<file path="src/hdl/cache_geom_pkg.sv">
`default_nettype none

package cache_geom_pkg;

   // cpu side widths
   localparam int ADDR_WIDTH = 32;
   localparam int WORD_WIDTH = 32;
   localparam int WORD_BYTES_LOG = 2;

   // default geometry, overridden from the top level
   localparam int DEF_WORDS_PER_LINE = 4;
   localparam int DEF_NUM_SETS = 16;

   // two ways, lru is a single bit per set
   localparam int NUM_WAYS = 2;

   // byte offset inside a line
   function automatic int offset_bits(int words_per_line);
      return $clog2(words_per_line) + WORD_BYTES_LOG;
   endfunction

   function automatic int index_bits(int num_sets);
      return $clog2(num_sets);
   endfunction

   // whatever is left above index and offset
   function automatic int tag_bits(int words_per_line, int num_sets);
      return ADDR_WIDTH - offset_bits(words_per_line) - index_bits(num_sets);
   endfunction

endpackage

`default_nettype wire

</file>
<file path="src/hdl/refill_if.sv">
`default_nettype none

interface refill_if;

   // memory beat, straight from the memory port
   logic beat_valid;
   logic [cache_geom_pkg::WORD_WIDTH-1:0] beat_data;

   // final beat of the line
   logic last;

   // refill window, beats outside it are ignored
   logic active;

   modport counter (input beat_valid, input active, output last);
   modport buffer (input beat_valid, input beat_data, input active);
   modport ctrl (input last, output active);

endinterface

`default_nettype wire

</file>
<file path="src/hdl/refill_counter.sv">
`default_nettype none

module refill_counter #(
   parameter int WORDS_PER_LINE = cache_geom_pkg::DEF_WORDS_PER_LINE,
   localparam int CNT_W = $clog2(WORDS_PER_LINE + 1)
) (
   input logic clk,
   input logic reset,
   refill_if.counter refill
);

   logic [CNT_W-1:0] beat_cnt;

   // cleared whenever no refill is open
   always_ff @(posedge clk) begin
      if (reset || !refill.active) begin
         beat_cnt <= '0;
      end else if (refill.beat_valid) begin
         beat_cnt <= beat_cnt + 1'b1;
      end
   end

   // flags the beat that completes the line
   assign refill.last = refill.active && refill.beat_valid &&
                        (beat_cnt == CNT_W'(WORDS_PER_LINE - 1));

   // controller must close the window right after the last beat
   a_cnt_bound: assert property (
      @(posedge clk) disable iff (reset) beat_cnt <= CNT_W'(WORDS_PER_LINE)
   );

endmodule

`default_nettype wire

</file>
<file path="src/flat_wrapper.sv">
// flat-port wrapper written by rule: the top's interface ports become plain ports
module refill_counter_flat 
#(
   parameter int WORDS_PER_LINE = cache_geom_pkg::DEF_WORDS_PER_LINE,
   localparam int CNT_W = $clog2(WORDS_PER_LINE + 1)
)
  (clk, reset, refill_beat_valid, refill_active, refill_last);
  refill_if refill_i ();
  input logic clk;
  input logic reset;
  input wire logic [$bits(refill_i.beat_valid)-1:0] refill_beat_valid;
  input wire logic [$bits(refill_i.active)-1:0] refill_active;
  output wire logic [$bits(refill_i.last)-1:0] refill_last;
  assign refill_i.beat_valid = refill_beat_valid;
  assign refill_i.active = refill_active;
  assign refill_last = refill_i.last;
  refill_counter #(.WORDS_PER_LINE(WORDS_PER_LINE)) u_core (.clk(clk), .reset(reset), .refill(refill_i));
endmodule
</file>
<file path="config.mk">
export PLATFORM = sky130hd
export DESIGN_NAME = refill_counter_flat
export DESIGN_NICKNAME = d
export VERILOG_FILES = /design/src/hdl/cache_geom_pkg.sv /design/src/hdl/refill_if.sv /design/src/hdl/refill_counter.sv /design/src/flat_wrapper.sv
export SDC_FILE = /design/constraint.sdc
export NUM_CORES = 1
export LEC_CHECK = 0
export ABC_AREA = 1
export BUFFER_PORTS_ARGS = -buffer_cell sky130_fd_sc_hd__buf_2
export CAP_MARGIN = 10
export CORE_AREA = 3 3 40 42
export CTS_CLUSTER_SIZE = 12
export DETAILED_ROUTE_END_ITERATION = 8
export DIE_AREA = 0 0 43 45
export HOLD_SLACK_MARGIN = 0.08
export PLACE_DENSITY = 0.3
export SYNTH_ARGS = -nofsm -noshare
export SYNTH_HDL_FRONTEND = slang
export SYNTH_SLANG_ARGS = --single-unit
</file>
<file path="constraint.sdc">
create_clock -name clk -period 1.1 [get_ports clk]
set_input_delay 0.055 -clock clk [delete_from_list [all_inputs] [get_ports clk]]
set_output_delay 0.055 -clock clk [all_outputs]
set_load 0.005 [all_outputs]
</file>
# Word-level counts from Yosys, hierarchy flattened
# Index checks and enable logic that the tools add are counted.
# word_totals
reg_bits	3
inputBits	4
wordCells	7
# op_classes
addsub	1
n_eq_ne	1
reduce_logical	4
# ops
operator	count
adder 3 x 1 -> 3 bit, second input constant	1
equality test 3 x 2 -> 1 bit, second input constant	1
logical AND 1 bit	2
logical NOT 1 bit	1
logical OR 1 bit	1

# Longest topological paths before layout
# Gate-level depths: netlist of run 1.
# depth
ltp_word	2
depth_mapped	5

# Least setup slack after synthesis of run 1
# Ideal clock, no wire load.
# synth_timing
kind	flip-flop to flip-flop
from	register u_core.beat_cnt[0]
to	register u_core.beat_cnt[2]
setup_time_ns	0.117
arrival_ns	0.887
slack_ns	0.096
stages_incl_launch_ff	6
synth_period_minus_slack_ns	1.004
path_cell_list	dfxtp_1 > ha_1 > ha_1 > nand2_1 > o21ai_0 > nor2_1
# synth_via
elab_chain_cells	1
# synth_lines
element	line_no	source
from (decl)	refill_counter.sv:12	logic [CNT_W-1:0] beat_cnt;
from (signal assigned)	refill_counter.sv:19	beat_cnt <= beat_cnt + 1'b1;
adder 3 x 1 -> 3 bit	refill_counter.sv:19	
# Every way passes these cells.
# A chain may end at the register's enable or synchronous reset.

# Final worst setup path of run 1
# layout_timing
from	register u_core.beat_cnt[0]
to	output port refill_last
# layout_via
elab_chain_cells	2
# layout_lines
element	line_no	source
equality test 3 x 2 -> 1 bit	refill_counter.sv:25	(beat_cnt == CNT_W'(WORDS_PER_LINE - 1));
logical AND 1 bit	refill_counter.sv:24	assign refill.last = refill.active && refill.beat_valid &&
to (decl)	flat_wrapper.sv:13	output wire logic [$bits(refill_i.last)-1:0] refill_last;
# Every way passes these cells.

==> metrics, run 1 <==
maximum buffer depth of the clock tree=2; FILL cells=147; CTS Sinks=3; status=finished, violations left; Root Buffer=clkbuf_4; Pwr per Cell Area=roughly 1200 nW/um2; CP Max Fanout=2; share of layout cells above drive strength 1=about 53%; H-tree levels=1; core area=1280 um2; area of the multi-input gates=111 um2; WS Path Type=register to output pin; final worst setup slack=-0.0662 ns; critical path's slowest cell=dfxtp_2; area grow syn2layout=69.8%; max-slew violation count=0; number of cell rows=13; DIE AREA=1940 um2; skew final=0.00150 ns; crit-path max cell delay=approximately 0.33 ns; initial antenna violation count=0; CP Buf/Inv Count=1; static leakage=0.116 nW; I/O pins=5; CP required=1.04 ns; DR pass1 iterations=2; Die X=43 um; Final ANT Viol Nets=0; Startpoint Class=register; Max transition margin=90.2%; Top reg by flops=u_core.beat_cnt; Final Hold Viols=0; largest net degree at the start of global routing=7; routed vias=147; Post-Synthesis Cells=21; Synth cell types=10; hold crit path type=input pin to register; CP arrival=1.11 ns; wire per inst=between 6 and 7 um; worst vdd ir=0.323 mV; Worst Max-Slew Pin Slew=0.146 ns; fin nets=37; number of flip-flops in the largest register=3; Diodes inserted=0; Post-Syn Area=approximately 160 um2; final wirelength=291 um; post-DP HPWL=223 um; Iter 0 DRT Violations=1; Top Registers=u_core.beat_cnt (3); first-pass GRT wire length=roughly 500 um; routability cong.=0.625; Max Cap Viol=0; Syn Area/Cell=approximately 7.5 um2; Hold Buf Count CTS=0; Crit. End Element=output pin; Synthesized Nets=27; clock buffer count from CTS=3; Reg clk slew, reported paths=0.04 ns; Total GRT Usage=4.33%; unrepaired setup endpoints after global routing=true; Initial Util=12.3%; Crit path top cell by count=ha_4; fmax=857 MHz; setup TNS=-0.0662 ns; vias in the first global route=136; placed instance area=approximately 200 um2; TritonCTS clock tree=done; DIE HEIGHT=45 um; Final Cycle Share=106%; later-pin clock latency in the skew report=0.23 ns; final setup vio count=1; dpl ws=about 0.042 ns; gr ovfl total=0; register area=62.6 um2; #FFs+latches synth=3; Top Family by Delay on Critical Path=flip-flops; failing checks=negative setup slack; final instance area=around 270 um2; DR DRC count=0; min Tclk post-route=1.17 ns; Syn. warnings=0; port bufs=4; cells along the critical path=ha_4, ha_4, and3_4, buf_6; Seq/Total Area, Yosys=a little under two fifths; drt via density=3.27
[tightest hold or removal path: cells and delay by family]
| kind | cells | cell delay (ns) |
|---|---|---|
| compound gates | 1 | 0.04 |
| buf+inv | 2 | 0.10 |
| simple gates | 1 | 0.12 |
[what timing repair did]
| action | CTS | global route |
|---|---|---|
| gates resized for setup | 6 | 2 |
| endpoints found under the setup margin | 1 | 2 |
| buffers inserted | 0 | 1 |
| pin swaps | 3 | 2 |
[stage by stage]
stage	instances	hold WS (ns)	utilization, %	power (mW)
3_5_place_dp	40	0.380	15.3	0.141
5_1_grt	45	0.144	20.8	0.364
3_3_place_gp	40	0.384	15.3	0.141
2_1_floorplan	21	0.214	-	0.131
4_1_cts	44	0.129	18.7	0.338
6_report	45	0.130	20.8	0.332
[kinds of logic after synthesis]
family	count (synthesis)	synth area share [%]
compound gates	2	8.73
buf+inv	4	9.52
simple gates	10	27.8
flops	3	38.1
fa+ha+maj	2	15.9
[metal layers]
metal | GRT usage [%] | share of wire (%)
met1 | 3.61 | 41
met2 | 4.49 | 46
met3 | 3.98 | 12
met4 | 7.23 | 0
met5 | 0 | 0
[report_power, final]
| group | internal, mW | switching [mW] | total (mW) |
|---|---|---|---|
| clock network | 0.135 | 0.0507 | 0.186 |
| registers | 0.114 | 0.00298 | 0.117 |
| logic | 0.0132 | 0.0157 | 0.0289 |
[final timing paths]
path,slack [ns],startpoint,endpoint,depth (start not counted)
setup / recovery,-0.07,u_core.beat_cnt[0],refill_last,4
hold / removal,0.13,reset,u_core.beat_cnt[1],4
setup reg to reg,0.10,u_core.beat_cnt[0],u_core.beat_cnt[2],5
hold reg to reg,0.49,u_core.beat_cnt[1],u_core.beat_cnt[1],2
[cell usage after synthesis]
cell	count	area share, %
nor2_2	1	4.0
a21oi_2	1	5.6
o21ai_0	1	3.2
ha_1	2	16
and3_2	1	4.8
nand2_1	7	17
nor2_1	1	2.4
dfxtp_1	3	38
inv_1	3	7.1
inv_2	1	2.4
[cells in the final DEF (no fill, tap or decap)]
cell type  instances
and3_4             1
a21oi_2            1
nor2_1             1
buf_4              1
dfxtp_2            2
o21ai_0            1
inv_1              3
clkbuf_1           1
nand2_1            7
nor2_2             1
buf_6              1
buf_2              3
clkbuf_4           3
dfxtp_1            1
ha_4               2
inv_2              1
[layout make-up]
cell class | instances | area share, %
Clock buffer | 4 | 9.81
Multi-Input combinational cell | 14 | 41.6
Sequential cell | 3 | 23.4
Tap cell | 15 | 7.01
Timing Repair Buffer | 5 | 12.6
Inverter | 4 | 5.61
(Power assumes the default switching activity.)
==> run 2, diff against run 1 <==
--- a/config.mk
+++ b/config.mk
@@ -13,7 +13,7 @@
 export DETAILED_ROUTE_END_ITERATION = 8
 export DIE_AREA = 0 0 43 45
 export HOLD_SLACK_MARGIN = 0.08
-export PLACE_DENSITY = 0.3
+export PLACE_DENSITY_LB_ADDON = 0.15
 export SYNTH_ARGS = -nofsm -noshare
 export SYNTH_HDL_FRONTEND = slang
 export SYNTH_SLANG_ARGS = --single-unit
==> metrics, run 2 (synthesis gave the netlist of run 1 again) <==
Final Hold Viols=0 (unchanged); routability cong.=0.639 (was 0.625); DR DRC count=0 (unchanged); first-pass GRT wire length=703 um (was 496 um); worst vdd ir=0.379 mV (was 0.323 mV); number of cell rows=13 (unchanged); hold crit path type=input pin to register (unchanged); area of the multi-input gates=111 um2 (unchanged); number of flip-flops in the largest register=3 (unchanged); initial antenna violation count=0 (unchanged); clock share of power=56.2% (was 56.1%); Pwr per Cell Area=1250 nW/um2 (was 1240 nW/um2); Top Registers=u_core.beat_cnt (3) (unchanged); CP arrival=1.11 ns (about the same); maximum buffer depth of the clock tree=2 (unchanged); DIE AREA=1940 um2 (unchanged); wire per inst=8.13 um (was 6.47 um); dpl ws=0.0340 ns (was 0.0418 ns); CTS Sinks=3 (unchanged); failing checks=negative setup slack (unchanged); DIE HEIGHT=45 um (unchanged); DR pass1 iterations=2 (unchanged); Root Buffer=clkbuf_4 (unchanged); final instance area=268 um2 (unchanged); Startpoint Class=register (unchanged); Final Cycle Share=106% (about the same); CP Max Fanout=2 (unchanged); area grow syn2layout=69.8% (unchanged); I/O pins=5 (unchanged); Design Power=0.336 mW (was 0.332 mW); routed vias=158 (was 147); port bufs=4 (unchanged); Hold Buf Count CTS=0 (unchanged); Max transition margin=89.0% (was 90.2%); Net Sw Frac=21.7% (was 20.9%); final worst setup slack=-0.0698 ns (was -0.0662 ns); post-DP HPWL=241 um (was 223 um); vias in the first global route=174 (was 136); share of layout cells above drive strength 1=53.3% (unchanged); Comb pwr share=9.0% (was 8.7%); clock buffer count from CTS=3 (unchanged); Power Internal=0.263 mW (was 0.262 mW); Total GRT Usage=5.56% (was 4.33%); max-slew violation count=0 (unchanged); met2 GRT Util=7.19% (was 4.49%); switching pwr=0.0728 mW (was 0.0693 mW); status=finished, violations left (unchanged); later-pin clock latency in the skew report=0.23 ns (about the same); min Tclk post-route=1.17 ns (about the same); Diodes inserted=0 (unchanged); drt via density=3.51 (was 3.27); WS Path Type=register to output pin (unchanged); core area=1280 um2 (unchanged); FILL cells=155 (was 147); Crit. End Element=output pin (unchanged); Top reg by flops=u_core.beat_cnt (unchanged); Die X=43 um (unchanged); skew final=0.00183 ns (was 0.00150 ns); Iter 0 DRT Violations=2 (was 1); met3 Track Usage GR=6.37% (was 3.98%); Reg power frac=34.8% (was 35.2%); unrepaired setup endpoints after global routing=true (unchanged); Worst Max-Slew Pin Slew=0.165 ns (was 0.146 ns); gr ovfl total=0 (unchanged); Final ANT Viol Nets=0 (unchanged); Reg clk slew, reported paths=0.04 ns (about the same); fmax=855 MHz (was 857 MHz); most common cell after layout, fill and taps aside=nand2_1 (unchanged); most frequent cells in the layout=nand2_1 (7), inv_1 (3), clkbuf_4 (3), buf_2 (3) (unchanged); register area=62.6 um2 (unchanged); largest net degree at the start of global routing=7 (unchanged); Initial Util=12.3% (unchanged); TritonCTS clock tree=done (unchanged); GR peak layer=met2 (was met4); final wirelength=366 um (was 291 um); final setup vio count=1 (unchanged); static leakage=0.116 nW (unchanged); CP required=1.04 ns (about the same); placed instance area=196 um2 (unchanged); H-tree levels=1 (unchanged); hold slack=0.145 ns (was 0.130 ns); fin nets=37 (unchanged); Max Cap Viol=0 (unchanged); setup TNS=-0.0698 ns (was -0.0662 ns); met1 global-route usage=5.02% (was 3.61%)
-- run 2: stage by stage --
step	std cells	util, %
after floorplan	21	-
after global placement	40	15.3
after detailed placement	40	15.3
after CTS	45	19.3
after global routing	45	20.8
final	45	20.8
-- run 2: final timing paths --
path / startpoint / endpoint / slack (ns) / cells past startpoint
worst max register to register: u_core.beat_cnt[0] / u_core.beat_cnt[2] / 0.09 / 5
worst min-delay path: refill_beat_valid / u_core.beat_cnt[1] / 0.15 / 3
worst max-delay path: u_core.beat_cnt[0] / refill_last / -0.07 / 4
worst min register to register: u_core.beat_cnt[1] / u_core.beat_cnt[1] / 0.49 / 2
-- run 2: power by group through the flow --
stage / logic, mW / registers (mW) / clock network [mW]
finish: 0.0302 / 0.117 / 0.189
global route: 0.0367 / 0.117 / 0.214
CTS: 0.0294 / 0.115 / 0.199
detailed placement: 0.0254 / 0.117 / 0
global placement: 0.0242 / 0.117 / 0
floorplan: 0.0145 / 0.117 / 0
-- run 2: layer usage --
layer | part of all wire [%] | up-vias
li1 | - | 82
met1 | 42 | 69
met2 | 46 | 7
met3 | 12 | 0
met4 | 0 | 0
met5 | 0 | -
-- run 2: cell type report --
| cell class | count | share of cell area [%] |
|---|---|---|
| tap | 15 | 7.01 |
| sequential | 3 | 23.4 |
| inverter | 4 | 5.61 |
| timing repair buffer | 5 | 12.6 |
| multi-input combinational | 14 | 41.6 |
| clock buffer | 4 | 9.81 |
-- run 2: critical path, cell delays in order, from the launching register on --
cell     delay (ns)
dfxtp_2        0.33
ha_4           0.16
ha_4           0.14
and3_4         0.16
buf_6          0.11
-- run 2: repair_timing --
item | CTS | global route
gates resized for setup | 6 | 2
pin swaps | 3 | 2
cloned | 0 | 0
setup buffers | 1 | 0
setup endpoints to repair | 1 | 2
