===== src/hdl/cache_geom_pkg.sv =====
`default_nettype none

package cache_geom_pkg;

   // cpu side widths
   localparam int ADDR_WIDTH = 32;
   localparam int WORD_WIDTH = 32;
   localparam int WORD_BYTES_LOG = 2;

   // default geometry, overridden from the top level
   localparam int DEF_WORDS_PER_LINE = 4;
   localparam int DEF_NUM_SETS = 16;

   // two ways, lru is a single bit per set
   localparam int NUM_WAYS = 2;

   // byte offset inside a line
   function automatic int offset_bits(int words_per_line);
      return $clog2(words_per_line) + WORD_BYTES_LOG;
   endfunction

   function automatic int index_bits(int num_sets);
      return $clog2(num_sets);
   endfunction

   // whatever is left above index and offset
   function automatic int tag_bits(int words_per_line, int num_sets);
      return ADDR_WIDTH - offset_bits(words_per_line) - index_bits(num_sets);
   endfunction

endpackage

`default_nettype wire


===== src/hdl/cache_ctrl_pkg.sv =====
`default_nettype none

package cache_ctrl_pkg;

   // controller states
   typedef enum logic [2:0] {
      IDLE,
      LOOKUP,
      REFILL,
      RESPOND,
      INVAL
   } ctrl_state_t;

   // outcome of the tag compare for the held address
   typedef struct packed {
      logic hit;
      // way that matched, only meaningful with hit
      logic hit_way;
      // least recently used way of the set
      logic victim_way;
   } lookup_res_t;

endpackage

`default_nettype wire


===== src/hdl/way_ram.sv =====
`default_nettype none

module way_ram #(
   parameter type entry_t = logic [31:0],
   parameter int DEPTH = 16,
   localparam int AW = $clog2(DEPTH)
) (
   input logic clk,

   // read port, data one cycle later
   input logic [AW-1:0] raddr,

   // write port
   input logic we,
   input logic [AW-1:0] waddr,
   input entry_t wdata,

   output entry_t rdata
);

   entry_t mem [DEPTH];

   always_ff @(posedge clk) begin
      if (we) begin
         mem[waddr] <= wdata;
      end
   end

   // read before write on a same-address collision
   always_ff @(posedge clk) begin
      rdata <= mem[raddr];
   end

endmodule

`default_nettype wire


===== src/hdl/cache_lookup.sv =====
`default_nettype none

module cache_lookup #(
   parameter int WORDS_PER_LINE = cache_geom_pkg::DEF_WORDS_PER_LINE,
   parameter int NUM_SETS = cache_geom_pkg::DEF_NUM_SETS,
   localparam int LINE_W = cache_geom_pkg::WORD_WIDTH * WORDS_PER_LINE
) (
   input logic clk,
   input logic reset,
   input logic [cache_geom_pkg::ADDR_WIDTH-1:0] lookup_addr,
   input logic [cache_geom_pkg::ADDR_WIDTH-1:0] hold_addr,
   input logic fill_we,
   input logic [LINE_W-1:0] fill_line,
   input logic inv_we,
   input logic inv_way,
   input logic touch,
   output cache_ctrl_pkg::lookup_res_t result,
   output logic [cache_geom_pkg::NUM_WAYS-1:0][LINE_W-1:0] way_lines
);
   import cache_geom_pkg::*;

   localparam int OFFSET_W = offset_bits(WORDS_PER_LINE);
   localparam int INDEX_W = index_bits(NUM_SETS);
   localparam int TAG_W = tag_bits(WORDS_PER_LINE, NUM_SETS);

   logic [INDEX_W-1:0] rd_idx;
   logic [INDEX_W-1:0] hold_idx;
   logic [TAG_W-1:0] hold_tag;
   logic [NUM_WAYS-1:0][TAG_W-1:0] tag_rd;
   logic [NUM_WAYS-1:0] hit_vec;
   logic [NUM_WAYS-1:0] way_we;
   logic [NUM_SETS-1:0][NUM_WAYS-1:0] valid_q;
   logic [NUM_SETS-1:0] lru_q;
   logic used_way;

   assign rd_idx = lookup_addr[OFFSET_W +: INDEX_W];
   assign hold_idx = hold_addr[OFFSET_W +: INDEX_W];
   assign hold_tag = hold_addr[ADDR_WIDTH-1 -: TAG_W];

   for (genvar w = 0; w < NUM_WAYS; w++) begin : g_way
      // only the victim takes the refilled line
      assign way_we[w] = fill_we && (lru_q[hold_idx] == 1'(w));

      way_ram #(.entry_t(logic [TAG_W-1:0]), .DEPTH(NUM_SETS)) tag_ram_inst (
         .clk,
         .raddr(rd_idx),
         .we(way_we[w]),
         .waddr(hold_idx),
         .wdata(hold_tag),
         .rdata(tag_rd[w])
      );

      way_ram #(.entry_t(logic [LINE_W-1:0]), .DEPTH(NUM_SETS)) line_ram_inst (
         .clk,
         .raddr(rd_idx),
         .we(way_we[w]),
         .waddr(hold_idx),
         .wdata(fill_line),
         .rdata(way_lines[w])
      );

      assign hit_vec[w] = valid_q[hold_idx][w] && (tag_rd[w] == hold_tag);
   end

   assign result = '{hit: |hit_vec, hit_way: hit_vec[1], victim_way: lru_q[hold_idx]};

   // the victim served the response unless the other way hits
   assign used_way = hit_vec[!result.victim_way] ? !result.victim_way : result.victim_way;

   always_ff @(posedge clk) begin
      if (reset) begin
         valid_q <= '0;
         lru_q <= '0;
      end else begin
         if (fill_we) begin
            valid_q[hold_idx][result.victim_way] <= 1'b1;
         end
         if (inv_we) begin
            valid_q[hold_idx][inv_way] <= 1'b0;
         end
         if (touch) begin
            lru_q[hold_idx] <= ~used_way;
         end
      end
   end

   // a line is never resident in both ways of a set
   a_single_hit: assert property (@(posedge clk) disable iff (reset) $onehot0(hit_vec));

endmodule

`default_nettype wire


===== config.mk =====
export PLATFORM = sky130hd
export DESIGN_NAME = cache_lookup
export DESIGN_NICKNAME = d
export VERILOG_FILES = /design/src/hdl/cache_geom_pkg.sv /design/src/hdl/cache_ctrl_pkg.sv /design/src/hdl/way_ram.sv /design/src/hdl/cache_lookup.sv
export SDC_FILE = /design/constraint.sdc
export NUM_CORES = 2
export LEC_CHECK = 0
export ABC_AREA = 0
export BUFFER_PORTS_ARGS = -buffer_cell sky130_fd_sc_hd__buf_4
export CAP_MARGIN = 20
export CORE_ASPECT_RATIO = 0.8
export CORE_MARGIN = 2
export CORE_UTILIZATION = 60
export DETAILED_ROUTE_END_ITERATION = 12
export PLACE_DENSITY = 0.77
export SLEW_MARGIN = 20
export SYNTH_ARGS = -nofsm -noshare
export SYNTH_HDL_FRONTEND = slang
export SYNTH_MEMORY_MAX_BITS = 65536
export SYNTH_SLANG_ARGS = --single-unit

===== constraint.sdc =====
create_clock -name clk -period 16 [get_ports clk]
set_input_delay 2.4 -clock clk [delete_from_list [all_inputs] [get_ports clk]]
set_output_delay 2.4 -clock clk [all_outputs]
set_load 0.005 [all_outputs]

# Word-level counts from Yosys, hierarchy flattened
# Memory sizes are Yosys's and may differ from the RTL's. A register that Yosys moved wholly into a read port is not among the register bits.
# Index checks and enable logic that the tools add are counted.
dict set report classes {
  addsub 0
  mul 0
  div 0
  order_cmp 7
  n_eq_ne 2
  shift 0
  muxes 25
  n_bitwise 5
  reduce_logical 9
}
# operator count
set op_table {}
lappend op_table {{$mux 32} 3}
lappend op_table {{$eq 24x24->1} 2}
lappend op_table {{$and 32x32->32} 1}
lappend op_table {{$not 32->32} 1}
lappend op_table {{$or 32x32->32} 1}
lappend op_table {{$bwmux 16} 1}
lappend op_table {{$demux 2 s4} 2}
lappend op_table {{$mux 1} 11}
lappend op_table {{$bmux 2 s4} 1}
lappend op_table {{$logic_and 1x1->1} 7}
lappend op_table {{$lt 1x2->1 const B} 3}
lappend op_table {{$mux 2} 3}
lappend op_table {{$lt 4x5->1 const B} 1}
lappend op_table {{$bmux 1 s4} 1}
lappend op_table {{$demux 1 s4} 1}
lappend op_table {{$ge 4x1->1 const B} 1}
lappend op_table {{$demux 1 s1} 2}
lappend op_table {{$ge 1x1->1 const B} 2}
lappend op_table {{$not 1->1} 2}
lappend op_table {{$reduce_or 2->1} 1}
lappend op_table {{$logic_not 1->1} 1}
dict set report word_totals {
  reg_bits 48
  latch_bits 0
  ramBits 4864
  rom_bits 0
  inputBits 198
  out_inout_bits 259
  word_cells 69
  mem_count 4
}
# memory words word_bits rd rd_clocked_by_memory_dff write_ports line_no
set memory_table {}
lappend memory_table {{g_way[0].line_ram_inst.mem} 16 128 1 1 1 way_ram.sv:21} ;# entry_t mem [DEPTH];
lappend memory_table {{g_way[1].line_ram_inst.mem} 16 128 1 1 1 way_ram.sv:21}
lappend memory_table {{g_way[0].tag_ram_inst.mem} 16 24 1 1 1 way_ram.sv:21}
lappend memory_table {{g_way[1].tag_ram_inst.mem} 16 24 1 1 1 way_ram.sv:21}

# Depth between registers and ports, before layout
dict set report logic_depth {
  word_depth 13
  mapped_depth 9
}

# By module
# Synthesis repeated with hierarchy kept, for this count alone.
dict set report unflattened {
  hier_cells 8349
  area_unflattened_um2 191819.0
}
# module n_inst cells_per_inst area_per_inst_um2 seq_area_each_um2
set by_module_without_submodules {}
lappend by_module_without_submodules {{way_ram at g_way[1].line_ram_inst} 1 3357 79444.9 64061.4}
lappend by_module_without_submodules {{way_ram at g_way[0].line_ram_inst} 1 3365 79331.1 64061.4}
lappend by_module_without_submodules {{way_ram at g_way[0].tag_ram_inst ...} 2 636 14930.6 12011.5}
lappend by_module_without_submodules {cache_lookup 1 355 3181.8 960.9}

# Worst setup path before layout
# Ideal clock, no wire load.
dict set report synth_path {
  path_type {in2reg}
  from {in hold_addr[4] (netlist bit)}
  to {mem g_way[0].line_ram_inst.mem[11][0] (netlist bit), enable pin}
  arrival_ns 10.368
  setup_slack_ns 4.966
  path_stages 7
  path_buffers 2
  path_cell_list {buf_4 mux4_2 a22o_1 a221oi_4 nand2_1 clkbuf_1 nor2_1}
}
dict set report synth_via {
  elab_chain_len 6
}
# element line_no
set synth_lines {}
lappend synth_lines {{from (decl)} cache_lookup.sv:11} ;# input logic [cache_geom_pkg::ADDR_WIDTH-1:0] hold_addr,
lappend synth_lines {{$bmux 1 s4} cache_lookup.sv:42} ;# assign way_we[w] = fill_we && (lru_q[hold_idx] == 1'(w));
lappend synth_lines {{$mux 1 (not written as such)} cache_lookup.sv:42}
lappend synth_lines {{$not 1->1} cache_lookup.sv:42}
lappend synth_lines {{$logic_and 1x1->1} cache_lookup.sv:42}
lappend synth_lines {{$mux 1} way_ram.sv:24} ;# if (we) begin
lappend synth_lines {{$mux 1 (not written as such)} way_ram.sv:25} ;# mem[waddr] <= wdata;
lappend synth_lines {{to (decl)} way_ram.sv:21}
# Parallel ways exist; a longest one is shown, timed or not. The select of a mux whose other input is x is not followed.

==> impl_metrics.json <==
{
  "routed_via_density": 6.96,
  "grt-ovfl-total": 0,
  "core_um2": 317000,
  "p_int_mw": 22.0,
  "synth-edff-count": 4864,
  "reg2reg_depth": 10,
  "final-setup-viol-count": 0,
  "dpl_cell_area_um2": 200000,
  "ys_ff_latch": 5216,
  "cp_common_cell": "buf_4",
  "die_h_um": 509,
  "ys_top_cells_by_count": "4,864 x edfxtp_1, 1,501 x mux4_2, 352 x dfxtp_1",
  "cp_max_fo": 34,
  "grt_pass1_wl_um": 688000,
  "first_pass_iters": 6,
  "synth_warnings": 0,
  "async_flop_share": 0,
  "r2r_start": "lru_q[3]",
  "worst_slew_pin_slew_ns": 1.61,
  "fmax_mhz": 127,
  "cts_tree": "built",
  "htreeDepth": 5,
  "wire_per_inst_um": 37.9,
  "netlist.area_leader.share": 0.764,
  "gp_congestion": 0.775,
  "multi_input_area_um2": 36800,
  "antenna_found_initial": 59,
  "syn-cell-area_um2": 191000,
  "required_ns": 13.60,
  "start_kind": "primary input",
  "die_w_um": 635,
  "comb_power_share": 0.045,
  "drv_cap": 0,
  "io-pin-count": 457,
  "post_cts_buffers": 0,
  "grt_max_degree": 131,
  "status": "complete, but fails checks",
  "clk_latency_ns": 0.96,
  "power_density_nw_per_um2": 129,
  "critPathSlowestCell": "nor4_1",
  "p_clk_frac": 0.409,
  "row_count": 185,
  "fillers": 17900,
  "clkSinkCount": 5216,
  "seqCellArea_um2": 153000,
  "numCtsBuffers": 463,
  "drtAntennaViolNets": 0,
  "vias": 89500,
  "drive_above_1_share": 0.330,
  "rrSetupSlack_ns": 10.71,
  "route.detailed.drc": 0,
  "ctsResizeCount": 0,
  "start_util": 0.603,
  "track_usage": 0.303,
  "hold_viol": 0,
  "synth_top_area_cell": "edfxtp_1",
  "design_area_um2": 216000,
  "first_global_vias": 91100,
  "synth_area_per_cell_um2": 25.4,
  "p_seq_frac": 0.546,
  "slew_headroom": -0.0755,
  "peakVddDrop_mv": 0.133,
  "crit_type": "primary input to primary output",
  "rsz0062_at_grt": "false",
  "dieArea_um2": 323000,
  "p_sw_mw": 5.77,
  "cp-endpoint": "result[2]",
  "root_buffer": "clkbuf_16",
  "fin_hold_ws_ns": 0.546,
  "ctsHoldBuffers": 0,
  "syn-num-nets": 7740,
  "synth_top_flop_cell": "edfxtp_1",
  "dp_hpwl_um": 229000,
  "areaGrowthSynthToFinish_pct": 12.8,
  "tns_ns": 0,
  "min_period_ns": 7.87,
  "cp-end-kind": "primary output",
  "slew_viol_final": 23,
  "num-nets-final": 8410,
  "synth.area.top_cells": "edfxtp_1 76%, mux4_2 18%, dfxtp_1 3.7%, clkbuf_1 0.49%, a211oi_1 0.25%",
  "p_sw_frac": 0.208,
  "drt_first_iter_violations": 13700,
  "cts_buffer_depth": 4,
  "cp-startpoint": "hold_addr[19]",
  "crit_chain": "buf_4, xor2_1, nor4_1, nand4_1, a211oi_2, buf_4, nand2b_1, buf_4",
  "syn_inst": 7542,
  "max_stage_delay_ns": 1.04,
  "routed_wl_um": 487000,
  "ys_types": 29,
  "path_clk_slew_ns": 0.06,
  "port_buffers": 424,
  "leakage_nw": 67.7,
  "clock_skew_ns": 0.0722,
  "synth_most_common_cell": "edfxtp_1",
  "violations": "max-slew violations",
  "finalCritPeriodShare": 0.492,
  "hold_class": "flop to flop",
  "yosysSeqAreaShare": 0.801,
  "r2r_end": "g_way[0].line_ram_inst.mem[6][95]",
  "cp.arrival_ns": 5.47
}
[routing by layer]
metal	track usage	routed length, um
met4	0.111	17800
met1	0.418	169000
met3	0.0617	57300
met2	0.491	243000
met5	0	156
[worst min-delay path by stage]
stage | from | to | slack [ns] | cells after the start
final | valid_q[6] | valid_q[6] | 0.55 | 2
after global placement | valid_q[5] | valid_q[5] | 0.53 | 2
after detailed placement | valid_q[30] | valid_q[30] | 0.54 | 2
after floorplan | valid_q[29] | valid_q[29] | 0.52 | 2
after CTS | valid_q[30] | valid_q[30] | 0.55 | 2
after global routing | valid_q[25] | valid_q[25] | 0.57 | 2
[worst max-delay path, delay by kind of cell]
family,cells,cell delay (ns)
xor gates and xnor gates,1,0.13
and+or+nand+nor,3,1.83
buffers and inverters,3,0.68
AOI/OAI and AO/OA,1,0.37
[sequential cells by signal, indices dropped and copies added (netlist names)]
name,count
g_way.line_ram_inst.rdata,256
g_way.tag_ram_inst.rdata,48
g_way.line_ram_inst.mem,4096
g_way.tag_ram_inst.mem,768
lru_q,16
valid_q,32
[layout by cell type, fill, tap and decap left out, drive strengths merged]
master / n
nand2b: 5
a22oi: 4
inv: 13
a31oi: 32
xnor2: 24
xor2: 24
clkbuf: 625
bufinv: 47
dfxtp: 352
buf: 590
a22o: 1
nand2: 34
mux2i: 31
nor4: 8
nor3: 6
clkinvlp: 17
a21oi: 47
or2: 16
nor2: 76
edfxtp: 4864
nand3: 5
nor2b: 36
diode: 40
clkinv: 166
and2: 2
nand4: 7
a211oi: 64
a221oi: 17
mux4: 1501
[per-stage QoR]
| step | power, mW | cells | setup slack (ns) | utilization |
|---|---|---|---|---|
| 2_1_floorplan | 16.1 | 7542 | 4.97 | - |
| 3_3_place_gp | 16.7 | 12000 | 8.30 | 0.630 |
| 3_5_place_dp | 16.7 | 12000 | 8.27 | 0.630 |
| 4_1_cts | 27.9 | 12800 | 8.29 | 0.679 |
| 5_1_grt | 28.4 | 12800 | 8.06 | 0.679 |
| 6_report | 27.8 | 12900 | 8.13 | 0.679 |
[area by class of cell]
type                            count  area share
Antenna cell                       40    0.000464
Clock buffer                      625      0.0594
Clock inverter                    242      0.0123
Inverter                            1   0.0000174
Multi-Input combinational cell   1940       0.171
Sequential cell                  5216       0.710
Tap cell                         4207      0.0244
Timing Repair Buffer              590      0.0224
[cell families after synthesis]
family	count (synthesis)	synth area share
AO/OA/AOI/OAI	165	0.00589
XOR/XNOR	48	0.00220
buffers and inverters	386	0.00798
flip-flops	5216	0.801
multiplexers	1532	0.178
AND/OR/NAND/NOR	195	0.00487
[power by group through the flow]
stage / logic [mW] / registers, mW / clock network [mW]
CTS: 1.26 / 15.2 / 11.5
global route: 1.32 / 15.2 / 11.9
detailed placement: 1.23 / 15.5 / 0
global placement: 1.20 / 15.5 / 0
finish: 1.25 / 15.2 / 11.3
floorplan: 0.666 / 15.4 / 0
No activity file was read; power rests on OpenSTA's default activity.
