File: src/hdl/cache_geom_pkg.sv
`default_nettype none

package cache_geom_pkg;

   // cpu side widths
   localparam int ADDR_WIDTH = 32;
   localparam int WORD_WIDTH = 32;
   localparam int WORD_BYTES_LOG = 2;

   // default geometry, overridden from the top level
   localparam int DEF_WORDS_PER_LINE = 4;
   localparam int DEF_NUM_SETS = 16;

   // two ways, lru is a single bit per set
   localparam int NUM_WAYS = 2;

   // byte offset inside a line
   function automatic int offset_bits(int words_per_line);
      return $clog2(words_per_line) + WORD_BYTES_LOG;
   endfunction

   function automatic int index_bits(int num_sets);
      return $clog2(num_sets);
   endfunction

   // whatever is left above index and offset
   function automatic int tag_bits(int words_per_line, int num_sets);
      return ADDR_WIDTH - offset_bits(words_per_line) - index_bits(num_sets);
   endfunction

endpackage

`default_nettype wire

File: src/hdl/refill_if.sv
`default_nettype none

interface refill_if;

   // memory beat, straight from the memory port
   logic beat_valid;
   logic [cache_geom_pkg::WORD_WIDTH-1:0] beat_data;

   // final beat of the line
   logic last;

   // refill window, beats outside it are ignored
   logic active;

   modport counter (input beat_valid, input active, output last);
   modport buffer (input beat_valid, input beat_data, input active);
   modport ctrl (input last, output active);

endinterface

`default_nettype wire

File: src/hdl/line_buffer.sv
`default_nettype none

module line_buffer #(
   parameter int WORDS_PER_LINE = cache_geom_pkg::DEF_WORDS_PER_LINE,
   localparam int LINE_W = cache_geom_pkg::WORD_WIDTH * WORDS_PER_LINE,
   localparam int SEL_W = $clog2(WORDS_PER_LINE)
) (
   input logic clk,
   refill_if.buffer refill,
   input logic [SEL_W-1:0] word_sel,
   input logic [LINE_W-1:0] hit_line,
   input logic from_refill,
   output logic [LINE_W-1:0] line,
   output logic [cache_geom_pkg::WORD_WIDTH-1:0] word
);
   import cache_geom_pkg::*;

   logic [LINE_W-1:0] line_q;
   logic [LINE_W-1:0] src_line;

   // new beat enters at the top, older words move down
   // after a full line word 0 sits in the low bits
   assign line = {refill.beat_data, line_q[LINE_W-1:WORD_WIDTH]};

   always_ff @(posedge clk) begin
      if (refill.active && refill.beat_valid) begin
         line_q <= line;
      end
   end

   // refilled line after a miss, ram output on a hit
   assign src_line = from_refill ? line_q : hit_line;

   assign word = src_line[word_sel * WORD_WIDTH +: WORD_WIDTH];

endmodule

`default_nettype wire

File: src/flat_wrapper.sv
// flat-port wrapper written by rule: the top's interface ports become plain ports
module line_buffer_flat import cache_geom_pkg::*;
#(
   parameter int WORDS_PER_LINE = cache_geom_pkg::DEF_WORDS_PER_LINE,
   localparam int LINE_W = cache_geom_pkg::WORD_WIDTH * WORDS_PER_LINE,
   localparam int SEL_W = $clog2(WORDS_PER_LINE)
)
  (clk, word_sel, hit_line, from_refill, line, word, refill_beat_valid, refill_beat_data, refill_active);
  refill_if refill_i ();
  input logic clk;
  input logic [SEL_W-1:0] word_sel;
  input logic [LINE_W-1:0] hit_line;
  input logic from_refill;
  output logic [LINE_W-1:0] line;
  output logic [cache_geom_pkg::WORD_WIDTH-1:0] word;
  input wire logic [$bits(refill_i.beat_valid)-1:0] refill_beat_valid;
  input wire logic [$bits(refill_i.beat_data)-1:0] refill_beat_data;
  input wire logic [$bits(refill_i.active)-1:0] refill_active;
  assign refill_i.beat_valid = refill_beat_valid;
  assign refill_i.beat_data = refill_beat_data;
  assign refill_i.active = refill_active;
  line_buffer #(.WORDS_PER_LINE(WORDS_PER_LINE)) u_core (.clk(clk), .refill(refill_i), .word_sel(word_sel), .hit_line(hit_line), .from_refill(from_refill), .line(line), .word(word));
endmodule
File: config.mk
export PLATFORM = sky130hd
export DESIGN_NAME = line_buffer_flat
export DESIGN_NICKNAME = d
export VERILOG_FILES = /design/src/hdl/cache_geom_pkg.sv /design/src/hdl/refill_if.sv /design/src/hdl/line_buffer.sv /design/src/flat_wrapper.sv
export SDC_FILE = /design/constraint.sdc
export NUM_CORES = 1
export LEC_CHECK = 0
export ABC_AREA = 1
export BUFFER_PORTS_ARGS = -buffer_cell sky130_fd_sc_hd__buf_2
export CAP_MARGIN = 30
export CORE_MARGIN = 4
export CORE_UTILIZATION = 50
export CTS_CLUSTER_DIAMETER = 60
export DETAILED_ROUTE_END_ITERATION = 7
export HOLD_SLACK_MARGIN = 0.02
export PLACE_DENSITY = 0.82
export SLEW_MARGIN = 5
export SYNTH_ARGS = -nofsm -noshare
export SYNTH_HDL_FRONTEND = slang
export SYNTH_SLANG_ARGS = --single-unit
File: constraint.sdc
create_clock -name clk -period 7.1 [get_ports clk]
set_input_delay 1.065 -clock clk [delete_from_list [all_inputs] [get_ports clk]]
set_output_delay 1.065 -clock clk [all_outputs]
set_load 0.01 [all_outputs]
[Yosys cells after proc, flatten, opt, wreduce, memory -nomap -nowiden]
Cells that the tools add are included.
W data, S select, Z words.
Word-level totals
  flip-flop bits (word level): 128
  bits of input ports: 166
  output and inout bits: 160
Cells by class
  shift operators: 1
  mux-type cells: 1
  reductions and logical operators: 1
Operator list (number)
  $mux W128: 1
  $shiftx A128 B8 Y32: 1
  $logic_and A1 B1 Y1: 1

[Logic depth before layout (Yosys ltp)]
Gate-level depths: netlist of the first run.
  depth after elaboration: 2
  gate-level depth with buffers: 8

[Worst setup path after synthesis of the first run]
Ideal clock, no wire load.
  kind: in2reg
  from: in refill_active
  to: reg u_core.line_q[0], enable pin
  setup time: 0.481 ns
  arrival: 3.567 ns
  path slack: 3.052 ns
  stages on the path: 2
  cells stage by stage: nand2_1 inv_1
On the way
  longest elaborated chain between the ends: 1
RTL lines
  start: declaration: line flat_wrapper.sv:18  | input wire logic [$bits(refill_i.active)-1:0] refill_active;
  $logic_and A1 B1 Y1: line line_buffer.sv:26  | if (refill.active && refill.beat_valid) begin
  end signal: assignment: line line_buffer.sv:27  | line_q <= line;
  end: declaration: line line_buffer.sv:18  | logic [LINE_W-1:0] line_q;
Every way passes these cells.
A chain may end at the register's enable or synchronous reset.

[Worst setup path after layout of the first run]
  from: in word_sel[0]
  to: out word[27] (netlist name)
On the way
  longest elaborated chain between the ends: 1
RTL lines
  start: declaration: line flat_wrapper.sv:11  | input logic [SEL_W-1:0] word_sel;
  $shiftx A128 B8 Y32: line line_buffer.sv:34  | assign word = src_line[word_sel * WORD_WIDTH +: WORD_WIDTH];
  end: declaration: line flat_wrapper.sv:15  | output logic [cache_geom_pkg::WORD_WIDTH-1:0] word;
Every way passes these cells.

==> flow_summary.ini, run 1 <==
[routing]
post_drt_wl_per_cell_um = 14.0
detail_route.vias_per_cell = 4.59
drt-total-wl_um = 21100
routed-via-count = 6948
final_routed_drc_violation_total = 0
drt_first_pass_iters = 5
ant_nets = 0
detailedRoute.firstIterationViolations = 497

[cells_and_area]
finish.cell_count_without_fillers = 1513
final_cell_area_um2 = 9580
most_common_cell_after_layout_fill_and_taps_aside = nand2_1
nets = 1449
fillCellCount = 1439
post_route_cells_drive_above_1_share_pct = 27.7
area.growth.synth_to_final_pct = 15.5
largest_reg_flops = 128
register_with_the_most_flip_flops = u_core.line_q
most-common-layout-cells = nand2_1 (417), buf_2 (324), inv_1 (257)
seq_area_um2 = 3840
multi_input_area_um2 = 2210
reg.largest.list = u_core.line_q (128)

[timing]
finalSetupViolations = 0
rsz_0062_raised_after_global_routing = false
finalCriticalPeriod_ns = 4.22
worst_slew_margin_rel_pct = 44.2
totalNegativeSetupSlack_ns = 0
fmaxAchievable_ghz = 0.237
clock_skew_ns = 0.00813
period_share_pct = 59.5
hold_violations = 0
timing_max_transition_violations_final = 0
tightestPinTransition_ns = 0.836

[worst_setup_path]
timing.critical_path.required_ns = 6.03
timing.setup.critical_path_class = input pin to output port
cpLargestDelayFamily = buffers and inverters
cpPeakStageDelay_ns = 0.57
critical_path_arrival_ns = 3.16
path_buf_inv = 5
path_max_fanout = 65
cp_cell_sequence = buf_2, buf_4, inv_2, buf_4, nand3_1, nand2_1, nand2_1, nand2_1, buf_2
start_kind = input pin
cp_slowest_cell = buf_4
critical_path.endpoint_type = output port
cp_common_cell = nand2_1

[global_route]
grt_pass1_vias = 6457
global_route.overflow_total = 0
track_usage_pct = 21.8
grt_first_pass_wirelength_um = 31900
grt_antenna_before_repair = 0
grt_start_max_net_pins = 81

[placement]
port-buffer-count = 325
post_dp_hpwl_um = 14800
dpl_cell_area_um2 = 8990
gp_congestion = 0.909
placed_cells_incl_taps = 1480

[logic_synthesis]
netlist_instances = 1109
synthDominantAreaCellType = edfxtp_1
post_synth_instance_area_um2 = 8290
ys_seq_elements = 128
syn-num-nets = 1275
post_synth.cell_area_avg_um2 = 7.48
synth_top_area_share_pct = 46.3
yosysUniqueCellTypes = 10
ys_top_cells_by_area = edfxtp_1 (46%), nand2_1 (19%), buf_4 (12%)
synth_sequential_area_ratio_pct = 46.3
yosysWarningCount = 0

[floorplan]
die_area_um2 = 18700
die_width_um = 137
start_util_pct = 51.6
rows = 46
placeable_core_region_um2 = 16100
design.portCount = 326
die_extent_in_y_um = 137

[power]
peak_ir_drop_on_the_vdd_network_mv = 0.149
power_per_standard_cell_area_nw_per_um2 = 215
p_leak_nw = 5.55

[clock_tree]
htreeDepth = 4
numClockSinks = 128
total_of_cells_resized_after_clock_tree_synthesis = 0
cts.hold.buffers_added = 0
cts.clk_slew.worst_paths_ns = 0.06
clk_latency_ns = 0.41
cts_tree = built
cts_root_buffer = clkbuf_16
post-cts-setup-buffers = 0
clk_path_buf_depth = 2
cts_inserted_buffers = 17

[job]
drv.max_cap_violation_count = 0

[min_path]
timing.hold.worst.class = register to register

[status]
status = finished, final reports clean
==> cells by family after synthesis <==
logic type | synth area share, %
simple gates | 26.6
buf+inv | 27.1
flops | 46.3
==> per-stage QoR <==
step | power [mW] | utilization (%) | hold slack (ns) | worst slack [ns]
after floorplan | 1.12 | - | 0.451 | 3.05
after global routing | 2.15 | 59.6 | 0.479 | 2.78
after global placement | 1.20 | 55.8 | 0.450 | 2.96
after detailed placement | 1.21 | 56.0 | 0.456 | 2.94
after CTS | 2.08 | 59.6 | 0.471 | 2.92
final | 2.06 | 59.6 | 0.467 | 2.88
==> cells in the mapped netlist <==
master / count
edfxtp_1: 128
buf_6: 11
buf_2: 20
nand2_1: 417
inv_2: 2
clkbuf_1: 7
nand3_1: 128
inv_1: 258
buf_4: 133
buf_1: 5
==> power by group <==
part           leakage, nW  internal, mW  total, mW  switching [mW]
combinational         4.08         0.120      0.308           0.188
sequential            1.20         0.868      0.887          0.0192
clock                0.274         0.547      0.865           0.318
total                 5.55          1.54       2.06           0.525
==> area by class of cell <==
| class | count | area share, % |
|---|---|---|
| Tap cell | 216 | 2.82 |
| Multi-Input combinational cell | 545 | 23.0 |
| Antenna cell | 1 | 0.0261 |
| Clock buffer | 20 | 4.56 |
| Timing Repair Buffer | 331 | 17.7 |
| Clock inverter | 12 | 1.49 |
| Inverter | 260 | 10.2 |
| Sequential cell | 128 | 40.1 |
==> per-layer routing <==
layer	track usage, %	up-vias	part of all wire [%]
met5	0	-	0
met4	9.37	0	2.3
met3	5.22	38	8.2
met2	37.8	307	51
met1	26.0	3084	39
li1	-	3519	-
==> worst paths after layout <==
kind              slack, ns                         from                          end  cells past startpoint
setup / recovery       2.88                  word_sel[0]                     word[27]                      9
hold / removal         0.47  u_core.line_q[56]$_DFFE_PP_  u_core.line_q[24]$_DFFE_PP_                      0
setup reg to reg       6.37  u_core.line_q[60]$_DFFE_PP_  u_core.line_q[28]$_DFFE_PP_                      0
hold reg to reg        0.47  u_core.line_q[56]$_DFFE_PP_  u_core.line_q[24]$_DFFE_PP_                      0
No activity file was read; power rests on OpenSTA's default activity.
==> run 2: changes to the inputs <==
- ABC_AREA: 1 -> 0
- CORE_UTILIZATION: 50 -> 43
- PLACE_DENSITY: 0.82 -> 0.78
- clock period: 7.1 -> 3.8 ns (I/O delays scaled with it)
==> run 2 against run 1 <==
Effect of this change: flip-flop and latch count did not move; total power rose by 79%; wire length fell by 19%; register-to-register slack got worse by 3.4 ns; critical path type unchanged; design area fell by 13%; core utilization fell by 5.7 points.
==> flow_summary.ini, run 2 <==
[clock_tree]
cts.hold.buffers_added = 0
htreeDepth = 4
total_of_cells_resized_after_clock_tree_synthesis = 0
cts.clk_slew.worst_paths_ns = 0.06
clk_path_buf_depth = 2
cts_tree = built
cts_root_buffer = clkbuf_16
clk_latency_ns = 0.41
cts_inserted_buffers = 17
numClockSinks = 128
post-cts-setup-buffers = 0

[global_route]
grt_busiest_layer = met2
global_route.usage.met1_pct = 21.5
gr-usage-met3_pct = 7.19
grt_pass1_vias = 4374
grt_antenna_before_repair = 4
track_usage_pct = 18.7
grt_first_pass_wirelength_um = 25400
global_route.overflow_total = 0
grt_start_max_net_pins = 77
grt.met2_usage_pct = 32.4

[timing]
rsz_0062_raised_after_global_routing = false
fmaxAchievable_ghz = 0.342
finalSetupViolations = 0
tightestPinTransition_ns = 0.896
timing_max_transition_violations_final = 0
clock_skew_ns = 0.00642
period_share_pct = 77.0
totalNegativeSetupSlack_ns = 0
worst_slew_margin_rel_pct = 40.3
hold_violations = 0
finalCriticalPeriod_ns = 2.93

[floorplan]
rows = 45
die_width_um = 135
die_extent_in_y_um = 135
die_area_um2 = 18100
design.portCount = 326
start_util_pct = 44.6
placeable_core_region_um2 = 15400

[logic_synthesis]
edff_count_synth = 128
synth-adder-area-share_pct = 0
synth_ff_type = edfxtp_1
yosysUniqueCellTypes = 10
synthDominantAreaCellType = edfxtp_1
yosys.area_share.simple_pct = 0.0909
synth_sequential_area_ratio_pct = 55.8
ys_top_cells_by_area = edfxtp_1 (56%), mux4_1 (15%), buf_4 (14%)
synth_top_area_share_pct = 55.8
compound_gate_fraction_of_synth_area_pct = 0
ys_seq_elements = 128
post_synth_instance_area_um2 = 6880
netlist_instances = 371
syn-num-nets = 537
synthArstFlopShare_pct = 0
netlist_top_cells_count = buf_4 (128), edfxtp_1 (128), mux4_1 (40), mux2_2 (32), mux4_2 (24)
synth.area.mux_share_pct = 28.4
largest_family_of_logic_cells_by_synthesized_area = multiplexers
synth-xor-area-share_pct = 0
post_synth.cell_area_avg_um2 = 18.6
yosysWarningCount = 0

[cells_and_area]
fillCellCount = 1278
finish.cell_count_without_fillers = 796
area.growth.synth_to_final_pct = 21.0
nets = 738
reg.largest.list = u_core.line_q (128)
most_common_cell_after_layout_fill_and_taps_aside = buf_2
post_route_cells_drive_above_1_share_pct = 71.3
largest_reg_flops = 128
antenna_cells = 0
most-common-layout-cells = buf_2 (324), edfxtp_1 (128), mux4_1 (40)
register_with_the_most_flip_flops = u_core.line_q

[routing]
final_routed_drc_violation_total = 0
detail_route.vias_per_cell = 5.15
ant_nets = 0
detailedRoute.firstIterationViolations = 184
post_drt_wl_per_cell_um = 21.5
routed-via-count = 4101
drt_first_pass_iters = 6
drt-total-wl_um = 17100

[worst_setup_path]
path_max_fanout = 38
critical_path_arrival_ns = 2.36
worstReg2RegEnd = u_core.line_q[3]$_DFFE_PP_
r2r_slack_ns = 3.00
critical_path.endpoint_type = output port
r2r.worst_path.cells = 0
start_kind = input pin
cpPeakStageDelay_ns = 0.60
timing.setup.critical_path_class = input pin to output port
timing.critical_path.required_ns = 3.23
regToRegStartpoint = u_core.line_q[35]$_DFFE_PP_
cp_cell_sequence = buf_4, buf_12, mux4_1, mux2_2, buf_2
cp_slowest_cell = mux4_1

[min_path]
worstHoldPathCells = 1
holdCritStartpoint = refill_beat_data[24]
hold_end = u_core.line_q[120]$_DFFE_PP_
timing.hold.worst.class = input pin to register

[power]
power_per_standard_cell_area_nw_per_um2 = 443
peak_ir_drop_on_the_vdd_network_mv = 0.326
p_leak_nw = 3.48

[job]
drv.max_cap_violation_count = 0

[placement]
port-buffer-count = 325
placed_cells_incl_taps = 764
post_dp_hpwl_um = 12800
gp_congestion = 0.863

[status]
status = finished, final reports clean
## run 2: changes by cell type in the layout (fill, tap and decap cells not counted), moves of 24 or more
cell     delta
inv_1     -257
mux2_2     +32
mux4_1     +40
mux4_2     +24
nand2_1   -417
nand3_1   -128
## run 2: power by group
part / internal, mW / total (mW) / switching [mW]
clock network: 0.869 / 1.55 / 0.679
logic: 0.261 / 0.478 / 0.216
registers: 1.62 / 1.66 / 0.0396
total: 2.75 / 3.69 / 0.935
## run 2: cell type report
cell class / instances / area (µm²) / area share (%)
Multi-Input combinational cell: 97 / 1960 / 23.5
Clock inverter: 15 / 144 / 1.73
Sequential cell: 128 / 3840 / 46.2
Tap cell: 211 / 264 / 3.17
Clock buffer: 17 / 425 / 5.11
Timing Repair Buffer: 328 / 1690 / 20.3
## run 2: how the worst max path moves through the flow
stage,depth (start not counted),slack (ns),end,from
global placement,5,0.89,word[30],from_refill
finish,5,0.87,word[30],from_refill
CTS,5,0.83,word[30],from_refill
global route,5,0.76,word[24],from_refill
detailed placement,5,0.81,word[29],from_refill
floorplan,1,1.20,u_core.line_q[0]$_DFFE_PP_,refill_active
## run 2: logic make-up after synthesis
logic type,after synthesis
buf+inv,146
flops,128
mux,96
simple gates,1
## run 2: worst max-delay path: cells and delay by family
| kind | cells | cell delay [ns] |
|---|---|---|
| mux | 2 | 0.88 |
| buf+inv | 3 | 0.85 |
## run 2: layer usage
metal	up-vias	part of all wire, %
li1	1779	-
met1	2039	37
met2	251	52
met3	28	8.7
met4	4	1.6
met5	-	0.16
## run 2: metrics by stage
step	hold WS, ns	utilization (%)	worst slack, ns	total power, mW	area, µm²
final	0.340	54.0	0.874	3.69	8330
after global routing	0.307	54.0	0.763	3.84	8330
after CTS	0.313	54.0	0.825	3.73	8330
after global placement	0.446	50.3	0.892	2.16	7760
after detailed placement	0.452	50.3	0.813	2.17	7760
after floorplan	0.442	-	1.20	2.01	6890
